`src/design/blimp_pkg.sv`:
```
/*
 * Blimp core shared definitions
 * Data and address widths, RV32 opcodes, ALU operation codes
 * and the multiplier FSM states
 */
package blimp_pkg;

  // --------------------
  // Widths
  // --------------------

  typedef logic [31:0] word_t;
  typedef logic [31:0] addr_t;
  typedef logic [4:0]  reg_idx_t;
  typedef logic [3:0]  alu_op_t;

  // --------------------
  // RV32 opcodes
  // --------------------

  localparam logic [6:0] OPC_OP     = 7'b0110011;
  localparam logic [6:0] OPC_OP_IMM = 7'b0010011;
  localparam logic [6:0] OPC_LUI    = 7'b0110111;
  localparam logic [6:0] OPC_AUIPC  = 7'b0010111;

  // --------------------
  // ALU operations
  // --------------------

  localparam alu_op_t ALU_ADD   = 4'd0;
  localparam alu_op_t ALU_SUB   = 4'd1;
  localparam alu_op_t ALU_AND   = 4'd2;
  localparam alu_op_t ALU_OR    = 4'd3;
  localparam alu_op_t ALU_XOR   = 4'd4;
  localparam alu_op_t ALU_SLT   = 4'd5;
  localparam alu_op_t ALU_SLTU  = 4'd6;
  localparam alu_op_t ALU_SLL   = 4'd7;
  localparam alu_op_t ALU_SRL   = 4'd8;
  localparam alu_op_t ALU_SRA   = 4'd9;
  localparam alu_op_t ALU_LUI   = 4'd10;
  localparam alu_op_t ALU_AUIPC = 4'd11;

  // Iterative multiplier FSM
  typedef enum logic [1:0] {
    IDLE,
    BUSY,
    DONE
  } mul_state_t;

endpackage

```
`src/design/alu_unit.sv`:
```
/*
 * Single-cycle ALU pipe
 * Registered result that holds while writeback refuses it
 */
module alu_unit
  import blimp_pkg::*;
(
  input  logic     clk,
  input  logic     reset,
  // From decode
  input  logic     alu_val,
  input  alu_op_t  alu_op,
  input  word_t    alu_a,
  input  word_t    alu_b,
  input  addr_t    alu_pc,
  input  reg_idx_t alu_waddr,
  output logic     alu_rdy,
  // To writeback
  output logic     x_val,
  output addr_t    x_pc,
  output reg_idx_t x_waddr,
  output word_t    x_wdata,
  input  logic     x_rdy
);

  word_t      result;
  logic [4:0] shamt;

  assign shamt = alu_b[4:0];

  always_comb begin
    case (alu_op)
      ALU_ADD:   result = alu_a + alu_b;
      ALU_SUB:   result = alu_a - alu_b;
      ALU_AND:   result = alu_a & alu_b;
      ALU_OR:    result = alu_a | alu_b;
      ALU_XOR:   result = alu_a ^ alu_b;
      ALU_SLT:   result = {31'b0, $signed(alu_a) < $signed(alu_b)};
      ALU_SLTU:  result = {31'b0, alu_a < alu_b};
      ALU_SLL:   result = alu_a << shamt;
      ALU_SRL:   result = alu_a >> shamt;
      ALU_SRA:   result = word_t'($signed(alu_a) >>> shamt);
      ALU_LUI:   result = alu_b;
      ALU_AUIPC: result = alu_pc + alu_b;
      default:   result = alu_a + alu_b;
    endcase
  end

  // Free when empty or the held result leaves this cycle
  assign alu_rdy = !x_val || x_rdy;

  always_ff @(posedge clk) begin
    if (reset) begin
      x_val <= 1'b0;
    end else if (alu_val && alu_rdy) begin
      x_val <= 1'b1;
    end else if (x_rdy) begin
      x_val <= 1'b0;
    end
  end

  always_ff @(posedge clk) begin
    if (alu_val && alu_rdy) begin
      x_pc    <= alu_pc;
      x_waddr <= alu_waddr;
      x_wdata <= result;
    end
  end

endmodule

```
`src/design/blimp_core.sv`:
```
/*
 * Blimp demo core
 * In-order issue of RV32I ALU ops and MUL, out-of-order completion
 * across an ALU pipe and an iterative multiplier
 */
module blimp_core
  import blimp_pkg::*;
#(
  parameter int p_max_in_flight = 2,
  parameter int p_num_cycles    = 16
) (
  input  logic     clk,
  input  logic     reset,
  // Instruction memory
  output logic     imem_req_val,
  output addr_t    imem_req_addr,
  input  logic     imem_resp_val,
  input  word_t    imem_resp_data,
  // Instruction trace
  output logic     trace_val,
  output addr_t    trace_pc,
  output reg_idx_t trace_waddr,
  output word_t    trace_wdata,
  output logic     trace_wen
);

  // --------------------
  // Stage wires
  // --------------------

  // Fetch to decode
  logic     f_val;
  addr_t    f_pc;
  word_t    f_inst;
  logic     f_rdy;

  // Decode to ALU
  logic     alu_val;
  alu_op_t  alu_op;
  word_t    alu_a;
  word_t    alu_b;
  addr_t    alu_pc;
  reg_idx_t alu_waddr;
  logic     alu_rdy;

  // Decode to multiplier
  logic     mul_val;
  word_t    mul_a;
  word_t    mul_b;
  addr_t    mul_pc;
  reg_idx_t mul_waddr;
  logic     mul_rdy;

  // Pipes to writeback
  logic     alu_x_val;
  addr_t    alu_x_pc;
  reg_idx_t alu_x_waddr;
  word_t    alu_x_wdata;
  logic     alu_x_rdy;
  logic     mul_x_val;
  addr_t    mul_x_pc;
  reg_idx_t mul_x_waddr;
  word_t    mul_x_wdata;
  logic     mul_x_rdy;

  // Commit back to decode
  logic     cmt_val;
  reg_idx_t cmt_waddr;
  word_t    cmt_wdata;

  // --------------------
  // Units
  // --------------------

  fetch_unit #(
    .p_max_in_flight (p_max_in_flight)
  ) fu (.*);

  decode_issue_unit diu (.*);

  alu_unit alu_xu (
    .x_val   (alu_x_val),
    .x_pc    (alu_x_pc),
    .x_waddr (alu_x_waddr),
    .x_wdata (alu_x_wdata),
    .x_rdy   (alu_x_rdy),
    .*
  );

  iterative_multiplier #(
    .p_num_cycles (p_num_cycles)
  ) mul_xu (
    .x_val   (mul_x_val),
    .x_pc    (mul_x_pc),
    .x_waddr (mul_x_waddr),
    .x_wdata (mul_x_wdata),
    .x_rdy   (mul_x_rdy),
    .*
  );

  writeback_commit_unit wcu (.*);

endmodule

```
`src/design/decode_issue_unit.sv`:
```
/*
 * Decode and issue unit
 * Decodes RV32I ALU ops and MUL, reads the register file and issues
 * to the ALU or multiplier pipe once the scoreboard shows no hazard
 */
module decode_issue_unit
  import blimp_pkg::*;
(
  input  logic     clk,
  input  logic     reset,
  // From fetch
  input  logic     f_val,
  input  addr_t    f_pc,
  input  word_t    f_inst,
  output logic     f_rdy,
  // ALU issue
  output logic     alu_val,
  output alu_op_t  alu_op,
  output word_t    alu_a,
  output word_t    alu_b,
  output addr_t    alu_pc,
  output reg_idx_t alu_waddr,
  input  logic     alu_rdy,
  // Multiplier issue
  output logic     mul_val,
  output word_t    mul_a,
  output word_t    mul_b,
  output addr_t    mul_pc,
  output reg_idx_t mul_waddr,
  input  logic     mul_rdy,
  // Commit write
  input  logic     cmt_val,
  input  reg_idx_t cmt_waddr,
  input  word_t    cmt_wdata
);

  logic [6:0]  opcode;
  logic [2:0]  funct3;
  logic [6:0]  funct7;
  reg_idx_t    rs1;
  reg_idx_t    rs2;
  reg_idx_t    rd;
  word_t       imm_i;
  word_t       imm_u;
  word_t       rs1_val;
  word_t       rs2_val;
  word_t       opnd_b;
  alu_op_t     dec_op;
  logic        is_mul;
  logic        uses_rs1;
  logic        uses_rs2;
  logic        hazard;
  logic        issue;
  logic [31:0] pending;
  word_t       rf [32];

  // funct3 to ALU op, SUB only exists in the register form
  function automatic alu_op_t funct_to_op(input logic [2:0] f3, input logic alt,
                                          input logic reg_op);
    alu_op_t op;
    case (f3)
      3'b000:  op = (reg_op && alt) ? ALU_SUB : ALU_ADD;
      3'b001:  op = ALU_SLL;
      3'b010:  op = ALU_SLT;
      3'b011:  op = ALU_SLTU;
      3'b100:  op = ALU_XOR;
      3'b101:  op = alt ? ALU_SRA : ALU_SRL;
      3'b110:  op = ALU_OR;
      default: op = ALU_AND;
    endcase
    return op;
  endfunction

  // --------------------
  // Decode
  // --------------------

  assign opcode = f_inst[6:0];
  assign rd     = f_inst[11:7];
  assign funct3 = f_inst[14:12];
  assign rs1    = f_inst[19:15];
  assign rs2    = f_inst[24:20];
  assign funct7 = f_inst[31:25];

  assign imm_i  = {{20{f_inst[31]}}, f_inst[31:20]};
  assign imm_u  = {f_inst[31:12], 12'b0};
  assign is_mul = (opcode == OPC_OP) && (funct7 == 7'b0000001);

  always_comb begin
    dec_op   = ALU_ADD;
    uses_rs1 = 1'b0;
    uses_rs2 = 1'b0;
    opnd_b   = imm_u;
    case (opcode)
      OPC_OP: begin
        dec_op   = funct_to_op(funct3, funct7[5], 1'b1);
        uses_rs1 = 1'b1;
        uses_rs2 = 1'b1;
        opnd_b   = rs2_val;
      end
      OPC_OP_IMM: begin
        // Bit 30 only matters for SRAI
        dec_op   = funct_to_op(funct3, funct7[5], 1'b0);
        uses_rs1 = 1'b1;
        opnd_b   = imm_i;
      end
      OPC_LUI:   dec_op = ALU_LUI;
      OPC_AUIPC: dec_op = ALU_AUIPC;
      default:   dec_op = ALU_ADD;
    endcase
  end

  // x0 reads as zero
  assign rs1_val = (rs1 == '0) ? '0 : rf[rs1];
  assign rs2_val = (rs2 == '0) ? '0 : rf[rs2];

  // RAW on either source, WAW on the destination
  assign hazard = (uses_rs1 && pending[rs1]) || (uses_rs2 && pending[rs2]) || pending[rd];

  // --------------------
  // Issue
  // --------------------

  assign f_rdy   = !hazard && (is_mul ? mul_rdy : alu_rdy);
  assign issue   = f_val && f_rdy;
  assign alu_val = f_val && !hazard && !is_mul;
  assign mul_val = f_val && !hazard && is_mul;

  assign alu_op    = dec_op;
  assign alu_a     = rs1_val;
  assign alu_b     = opnd_b;
  assign alu_pc    = f_pc;
  assign alu_waddr = rd;

  assign mul_a     = rs1_val;
  assign mul_b     = rs2_val;
  assign mul_pc    = f_pc;
  assign mul_waddr = rd;

  // Register file write from commit
  always_ff @(posedge clk) begin
    if (cmt_val && (cmt_waddr != '0)) begin
      rf[cmt_waddr] <= cmt_wdata;
    end
  end

  // Scoreboard, one pending bit per register
  always_ff @(posedge clk) begin
    if (reset) begin
      pending <= '0;
    end else begin
      if (cmt_val) begin
        pending[cmt_waddr] <= 1'b0;
      end
      if (issue && (rd != '0)) begin
        pending[rd] <= 1'b1;
      end
    end
  end

endmodule

```
`src/design/fetch_unit.sv`:
```
/*
 * Fetch unit
 * Issues sequential instruction requests and buffers the responses
 * in a small FIFO until decode takes them
 */
module fetch_unit
  import blimp_pkg::*;
#(
  parameter int p_max_in_flight = 2
) (
  input  logic  clk,
  input  logic  reset,
  // Instruction memory
  output logic  imem_req_val,
  output addr_t imem_req_addr,
  input  logic  imem_resp_val,
  input  word_t imem_resp_data,
  // To decode
  output logic  f_val,
  output addr_t f_pc,
  output word_t f_inst,
  input  logic  f_rdy
);

  localparam int p_ptr_bits = (p_max_in_flight > 1) ? $clog2(p_max_in_flight) : 1;
  localparam int p_cnt_bits = $clog2(p_max_in_flight + 1);

  logic                  fetch_en;
  addr_t                 resp_pc;
  logic [p_cnt_bits-1:0] inflight;
  logic [p_cnt_bits-1:0] count;
  logic [p_ptr_bits-1:0] wr_ptr;
  logic [p_ptr_bits-1:0] rd_ptr;
  logic                  deq;
  addr_t                 pc_buf [p_max_in_flight];
  word_t                 inst_buf [p_max_in_flight];

  // Only ask for what the FIFO can still take
  assign imem_req_val = fetch_en && ((int'(inflight) + int'(count)) < p_max_in_flight);

  assign f_val  = (count != '0);
  assign f_pc   = pc_buf[rd_ptr];
  assign f_inst = inst_buf[rd_ptr];
  assign deq    = f_val && f_rdy;

  // --------------------
  // Control
  // --------------------

  always_ff @(posedge clk) begin
    if (reset) begin
      fetch_en      <= 1'b0;
      imem_req_addr <= '0;
      resp_pc       <= '0;
      inflight      <= '0;
      count         <= '0;
      wr_ptr        <= '0;
      rd_ptr        <= '0;
    end else begin
      // First request one cycle after reset
      fetch_en <= 1'b1;
      if (imem_req_val) begin
        imem_req_addr <= imem_req_addr + 32'd4;
      end
      // Responses come back in order, so their pc just counts up
      if (imem_resp_val) begin
        resp_pc <= resp_pc + 32'd4;
        wr_ptr  <= (wr_ptr == p_ptr_bits'(p_max_in_flight - 1)) ? '0 : wr_ptr + 1'b1;
      end
      if (deq) begin
        rd_ptr <= (rd_ptr == p_ptr_bits'(p_max_in_flight - 1)) ? '0 : rd_ptr + 1'b1;
      end
      case ({imem_req_val, imem_resp_val})
        2'b10:   inflight <= inflight + 1'b1;
        2'b01:   inflight <= inflight - 1'b1;
        default: inflight <= inflight;
      endcase
      case ({imem_resp_val, deq})
        2'b10:   count <= count + 1'b1;
        2'b01:   count <= count - 1'b1;
        default: count <= count;
      endcase
    end
  end

  // FIFO storage
  always_ff @(posedge clk) begin
    if (imem_resp_val) begin
      pc_buf[wr_ptr]   <= resp_pc;
      inst_buf[wr_ptr] <= imem_resp_data;
    end
  end

endmodule

```
`src/design/iterative_multiplier.sv`:
```
/*
 * Iterative shift-and-add multiplier
 * Low 32 bits of the product after p_num_cycles steps
 */
module iterative_multiplier
  import blimp_pkg::*;
#(
  parameter int p_num_cycles = 16
) (
  input  logic     clk,
  input  logic     reset,
  // From decode
  input  logic     mul_val,
  input  word_t    mul_a,
  input  word_t    mul_b,
  input  addr_t    mul_pc,
  input  reg_idx_t mul_waddr,
  output logic     mul_rdy,
  // To writeback
  output logic     x_val,
  output addr_t    x_pc,
  output reg_idx_t x_waddr,
  output word_t    x_wdata,
  input  logic     x_rdy
);

  // Multiplier bits consumed per step, rounded up
  localparam int p_bits_per_step = (32 + p_num_cycles - 1) / p_num_cycles;

  mul_state_t state;
  logic [5:0] step_cnt;
  logic       advance;
  word_t      a_q;
  word_t      b_q;
  word_t      acc_q;
  word_t      step_a;
  word_t      step_b;
  word_t      step_acc;

  assign mul_rdy = (state == IDLE);
  assign x_val   = (state == DONE);
  assign x_wdata = acc_q;
  // First step happens on the accept edge
  assign advance = (mul_val && mul_rdy) || (state == BUSY);

  always_comb begin
    step_a   = (state == IDLE) ? mul_a : a_q;
    step_b   = (state == IDLE) ? mul_b : b_q;
    step_acc = (state == IDLE) ? '0 : acc_q;
    for (int k = 0; k < p_bits_per_step; k++) begin
      if (step_b[k]) begin
        step_acc = step_acc + (step_a << k);
      end
    end
  end

  always_ff @(posedge clk) begin
    if (reset) begin
      state    <= IDLE;
      step_cnt <= '0;
    end else begin
      case (state)
        IDLE: begin
          if (mul_val) begin
            step_cnt <= 6'd1;
            state    <= (p_num_cycles == 1) ? DONE : BUSY;
          end
        end
        BUSY: begin
          step_cnt <= step_cnt + 6'd1;
          if (step_cnt == 6'(p_num_cycles - 1)) begin
            state <= DONE;
          end
        end
        DONE: begin
          if (x_rdy) begin
            state <= IDLE;
          end
        end
        default: state <= IDLE;
      endcase
    end
  end

  always_ff @(posedge clk) begin
    if (advance) begin
      acc_q <= step_acc;
      a_q   <= step_a << p_bits_per_step;
      b_q   <= step_b >> p_bits_per_step;
    end
    if (mul_val && mul_rdy) begin
      x_pc    <= mul_pc;
      x_waddr <= mul_waddr;
    end
  end

endmodule

```
`src/design/writeback_commit_unit.sv`:
```
/*
 * Writeback and commit
 * Picks one pipe result per cycle, multiplier first, and publishes
 * it to the register file and the instruction trace
 */
module writeback_commit_unit
  import blimp_pkg::*;
(
  input  logic     clk,
  input  logic     reset,
  // ALU result
  input  logic     alu_x_val,
  input  addr_t    alu_x_pc,
  input  reg_idx_t alu_x_waddr,
  input  word_t    alu_x_wdata,
  output logic     alu_x_rdy,
  // Multiplier result
  input  logic     mul_x_val,
  input  addr_t    mul_x_pc,
  input  reg_idx_t mul_x_waddr,
  input  word_t    mul_x_wdata,
  output logic     mul_x_rdy,
  // Register file write
  output logic     cmt_val,
  output reg_idx_t cmt_waddr,
  output word_t    cmt_wdata,
  // Instruction trace
  output logic     trace_val,
  output addr_t    trace_pc,
  output reg_idx_t trace_waddr,
  output word_t    trace_wdata,
  output logic     trace_wen
);

  logic     sel_val;
  addr_t    sel_pc;
  reg_idx_t sel_waddr;
  word_t    sel_wdata;

  // Fixed priority, the multiplier never waits
  assign mul_x_rdy = 1'b1;
  assign alu_x_rdy = !mul_x_val;

  assign sel_val   = mul_x_val || alu_x_val;
  assign sel_pc    = mul_x_val ? mul_x_pc : alu_x_pc;
  assign sel_waddr = mul_x_val ? mul_x_waddr : alu_x_waddr;
  assign sel_wdata = mul_x_val ? mul_x_wdata : alu_x_wdata;

  always_ff @(posedge clk) begin
    if (reset) begin
      trace_val <= 1'b0;
      trace_wen <= 1'b0;
    end else begin
      trace_val <= sel_val;
      trace_wen <= sel_val && (sel_waddr != '0);
    end
  end

  always_ff @(posedge clk) begin
    if (sel_val) begin
      trace_pc    <= sel_pc;
      trace_waddr <= sel_waddr;
      trace_wdata <= sel_wdata;
    end
  end

  // Same registered write goes back to decode
  assign cmt_val   = trace_val;
  assign cmt_waddr = trace_waddr;
  assign cmt_wdata = trace_wdata;

endmodule

```
`config.mk`:
```
export PLATFORM = sky130hd
export DESIGN_NAME = blimp_core
export DESIGN_NICKNAME = d
export VERILOG_FILES = /design/src/design/blimp_pkg.sv /design/src/design/alu_unit.sv /design/src/design/blimp_core.sv /design/src/design/decode_issue_unit.sv /design/src/design/fetch_unit.sv /design/src/design/iterative_multiplier.sv /design/src/design/writeback_commit_unit.sv
export SDC_FILE = /design/constraint.sdc
export NUM_CORES = 2
export LEC_CHECK = 0
export ABC_AREA = 0
export BUFFER_PORTS_ARGS = -buffer_cell sky130_fd_sc_hd__clkbuf_2
export CAP_MARGIN = 10
export CORE_AREA = 10 10 399 440
export CTS_CLUSTER_SIZE = 20
export DETAILED_ROUTE_END_ITERATION = 16
export DIE_AREA = 0 0 409 450
export GPL_TIMING_DRIVEN = 1
export PLACE_DENSITY = 0.64
export SLEW_MARGIN = 20
export SYNTH_ARGS = -nofsm -noshare
export SYNTH_HDL_FRONTEND = slang
export SYNTH_HIERARCHICAL = 1
export SYNTH_SLANG_ARGS = --single-unit
```
`constraint.sdc`:
```
create_clock -name clk -period 8 [get_ports clk]
set_input_delay 0.8 -clock clk [delete_from_list [all_inputs] [get_ports clk]]
set_output_delay 0.8 -clock clk [all_outputs]
set_load 0.01 [all_outputs]
```
==> summary.md <==
| Metric | Value |
|---|---|
| Status | complete, no violations |
| Crit path capture type | register |
| Worst Max-Slew Pin Slew | 1206 ps |
| Clock root buffer | clkbuf_16 |
| Post-synthesis cell area | 82510 um2 |
| Die H | around 450 um |
| Placed Area | 85790 um2 |
| Vias in the first global route | 52868 |
| Minimum clock period | 7487 ps |
| Max clock buf depth | 3 |
| Via count | between 50000 and 60000 |
| Inserted Clock Buffers | about 160 |
| GR Layer Usage met2 | 0.4517 |
| Worst Path Class, Setup | reg -> reg |
| Most Crowded Layer GR | met2 |
| CP arrival | about 8000 ps |
| Async S/R FF share, synth | 0 |
| Detailed-placement wirelength estimate | 163800 um |
| Nets@finish | 5941 |
| Post-Syn Instances | 5669 |
| Area Growth Syn to Fin | 10.38% |
| Max cap viols | 0 |
| Critical-path maximum fanout | 42 |
| Clk slew on worst S/H paths | about 60 ps |
| Post-Route WL | 258500 um |
| CP required | about 8500 ps |
| Peak VDD IR | 0.0002448 V |
| Initial Util | 0.4971 |
| Slew Viols, Final | 0 |
| Slew margin rel. | 0.1930 |
| First-pass GRT wire length | 373800 um |
| Die area | 184100 um2 |
| Largest net degree at the start of global routing | 98 |
| Most frequent cells in the layout | edfxtp_1, mux4_2, nand2_1, nor2_1, a21oi_1 |
| Horiz. Die Dim | 409 um |
| Max Fclk | 0.1336 GHz |
| Router iterations before antenna repair | 12 |
| Worst Skew | 55.13 ps |
| Post-route ant nets | 0 |
| IO buf count | 136 |
| Syn avg cell area | between 10 and 15 um2 |
| GRT Residual Overflow | 0 |
| Post-Layout Inst Area | between 90000 and 100000 um2 |
| Met1 Use GR | 0.3522 |
| Fin crit share | 0.9359 |
| Synth warn | 6 |
| RSZ-0062 raised after global routing | no |
| I/O pin total | between 100 and 150 |
| Iteration-0 DRC Markers | 6373 |
| HP Class | in -> reg |
| Critical Path Slowest Stage Cell | mux2_8 |
| CP most frequent cell | a21oi_1 |
| Setup Viol. Count Final | 0 |
| Sequential element share of the synthesized area | 0.5419 |
| Fraction of layout cells with a size suffix above 1 | 0.2705 |
| Setup TNS | 0 ps |
| Pleak | 30.93 nW |
| Most common flop cell mapped by yosys | edfxtp_1 |
| Num rows | 157 |
| Clk_lat worst skew | 840 ps |
| Most common cell after layout, fill and taps aside | edfxtp_1 |
| Antenna violations before repair | 11 |
| Routed vias/inst | approximately 6.6 |
| CTS Sinks | around 1500 |
| Power consumption | 29.45 mW |
| Pwr Density | between 300 and 400 nW/um2 |
| DRC violations left | 0 |
| Final core occ | 0.5487 |
| Number of synthesized flops with an enable pin | 1415 |
| Gr usage total | 0.2748 |
| Endpoints failing hold | 0 |
| Flops & latches, synth | 1526 |
| CTS tree | built |
| Final Wtd Congestion | 1.002 |
| Netlist cell types | between 100 and 150 |
| Critical path's largest stage delay | 580 ps |
| Core area | 166000 um2 |
| DR WL/cell | roughly 32 um |
| Startpoint Class | register |
| Met3 Usage GRT | 0.05531 |
| # H-tree levels | 4 |
-- cells in the mapped netlist, types with 131 or more instances --
| cell | number | area, um2 |
|---|---|---|
| ha_1 | 184 | 2302 |
| nor2_1 | 332 | 1246 |
| inv_1 | 131 | 491.7 |
| mux2_2 | 185 | 2083 |
| edfxtp_1 | 1415 | 42490 |
| a21oi_1 | 249 | 1246 |
| buf_4 | 158 | 1186 |
| mux4_2 | 683 | 15380 |
| mux2i_1 | 164 | 1642 |
| o21ai_0 | 191 | 955.9 |
| nand2_1 | 422 | 1584 |
| clkbuf_1 | 195 | 732.0 |
-- worst max-delay path: cells and delay by family, from the launching register on --
kind                     cells  cell delay, ps
multiplexers                 4            2110
flip-flops                   1             360
adder cells (fa/ha/maj)      2             650
AO/OA/AOI/OAI               12            2050
buffers and inverters        2             560
XOR/XNOR                     1             160
AND/OR/NAND/NOR              6            1280
-- layer usage --
layer,part of all wire,vias to the layer above
met5,0.00016,-
met4,0.052,6
met3,0.094,615
met2,0.48,2815
met1,0.37,27510
li1,-,22524
-- cells by family after synthesis --
logic type                 after synthesis  share of synthesized area
AOI/OAI and AO/OA                      896                    0.07123
xor gates and xnor gates               126                    0.01338
adders and majority gates              192                    0.02936
buffers and inverters                  641                    0.03862
DFF                                   1526                     0.5419
muxes                                 1036                     0.2323
other                                    4                  0.0001819
and+or+nand+nor                       1248                    0.07302
-- sequential cells by signal (all words and copies together), names as in the netlist, 30 cells and up, named ones only --
register / count
diu/rf: 1024
fu/inst_buf: 64
fu/pc_buf: 60
alu_xu/x_pc: 32
alu_xu/x_wdata: 32
diu/pending: 32
mul_xu/x_pc: 32
wcu/cmt_wdata: 32
wcu/trace_pc: 32
mul_xu/x_wdata: 31
fu/imem_req_addr: 30
fu/resp_pc: 30
mul_xu/a_q: 30
mul_xu/b_q: 30
-- where the power goes --
| group | total [mW] | internal (mW) | switching [mW] | leakage [nW] |
|---|---|---|---|---|
| Combinational | 11.7 | 4.61 | 7.11 | 14.6 |
| Sequential | 10.2 | 9.88 | 0.323 | 13.7 |
| Clock | 7.53 | 4.32 | 3.21 | 2.55 |
-- cell type report --
cell class,count,area [um2]
Sequential cell,1526,44720
Fill cell,13313,74920
Clock inverter,96,974.7
Clock buffer,199,4264
Tap cell,2226,2785
Multi-Input combinational cell,3536,35200
Timing Repair Buffer,360,2605
Inverter,135,511.7
Antenna cell,6,15.01
-- stage by stage --
step	instances	hold slack (ps)	worst slack [ps]
6_report	8084	179.7	512.6
5_1_grt	8079	147.3	28.24
4_1_cts	8076	126.3	504.3
3_5_place_dp	7781	469.3	529.9
3_3_place_gp	7781	453.1	638.4
2_1_floorplan	5703	440.4	294.8
-- worst paths after layout --
check                       endpoint                from  slack (ps)  depth (start not counted)
setup / recovery  mul_xu/x_wdata[31]            register         510                         27
hold reg to reg   mul_xu/step_cnt[1]  mul_xu/step_cnt[1]         490                          2
hold / removal     fu/inst_buf[0][0]   imem_resp_data[0]         180                          1
setup reg to reg  mul_xu/x_wdata[31]            register         510                         27
-- what timing repair did --
| action | 4_1_cts | 5_1_grt |
|---|---|---|
| gates resized for setup | 0 | 1 |
| setup buffers | 0 | 0 |
| setup endpoints to repair | 0 | 1 |
| hold buffers | 0 | 0 |
No activity file was read; power rests on OpenSTA's default activity.
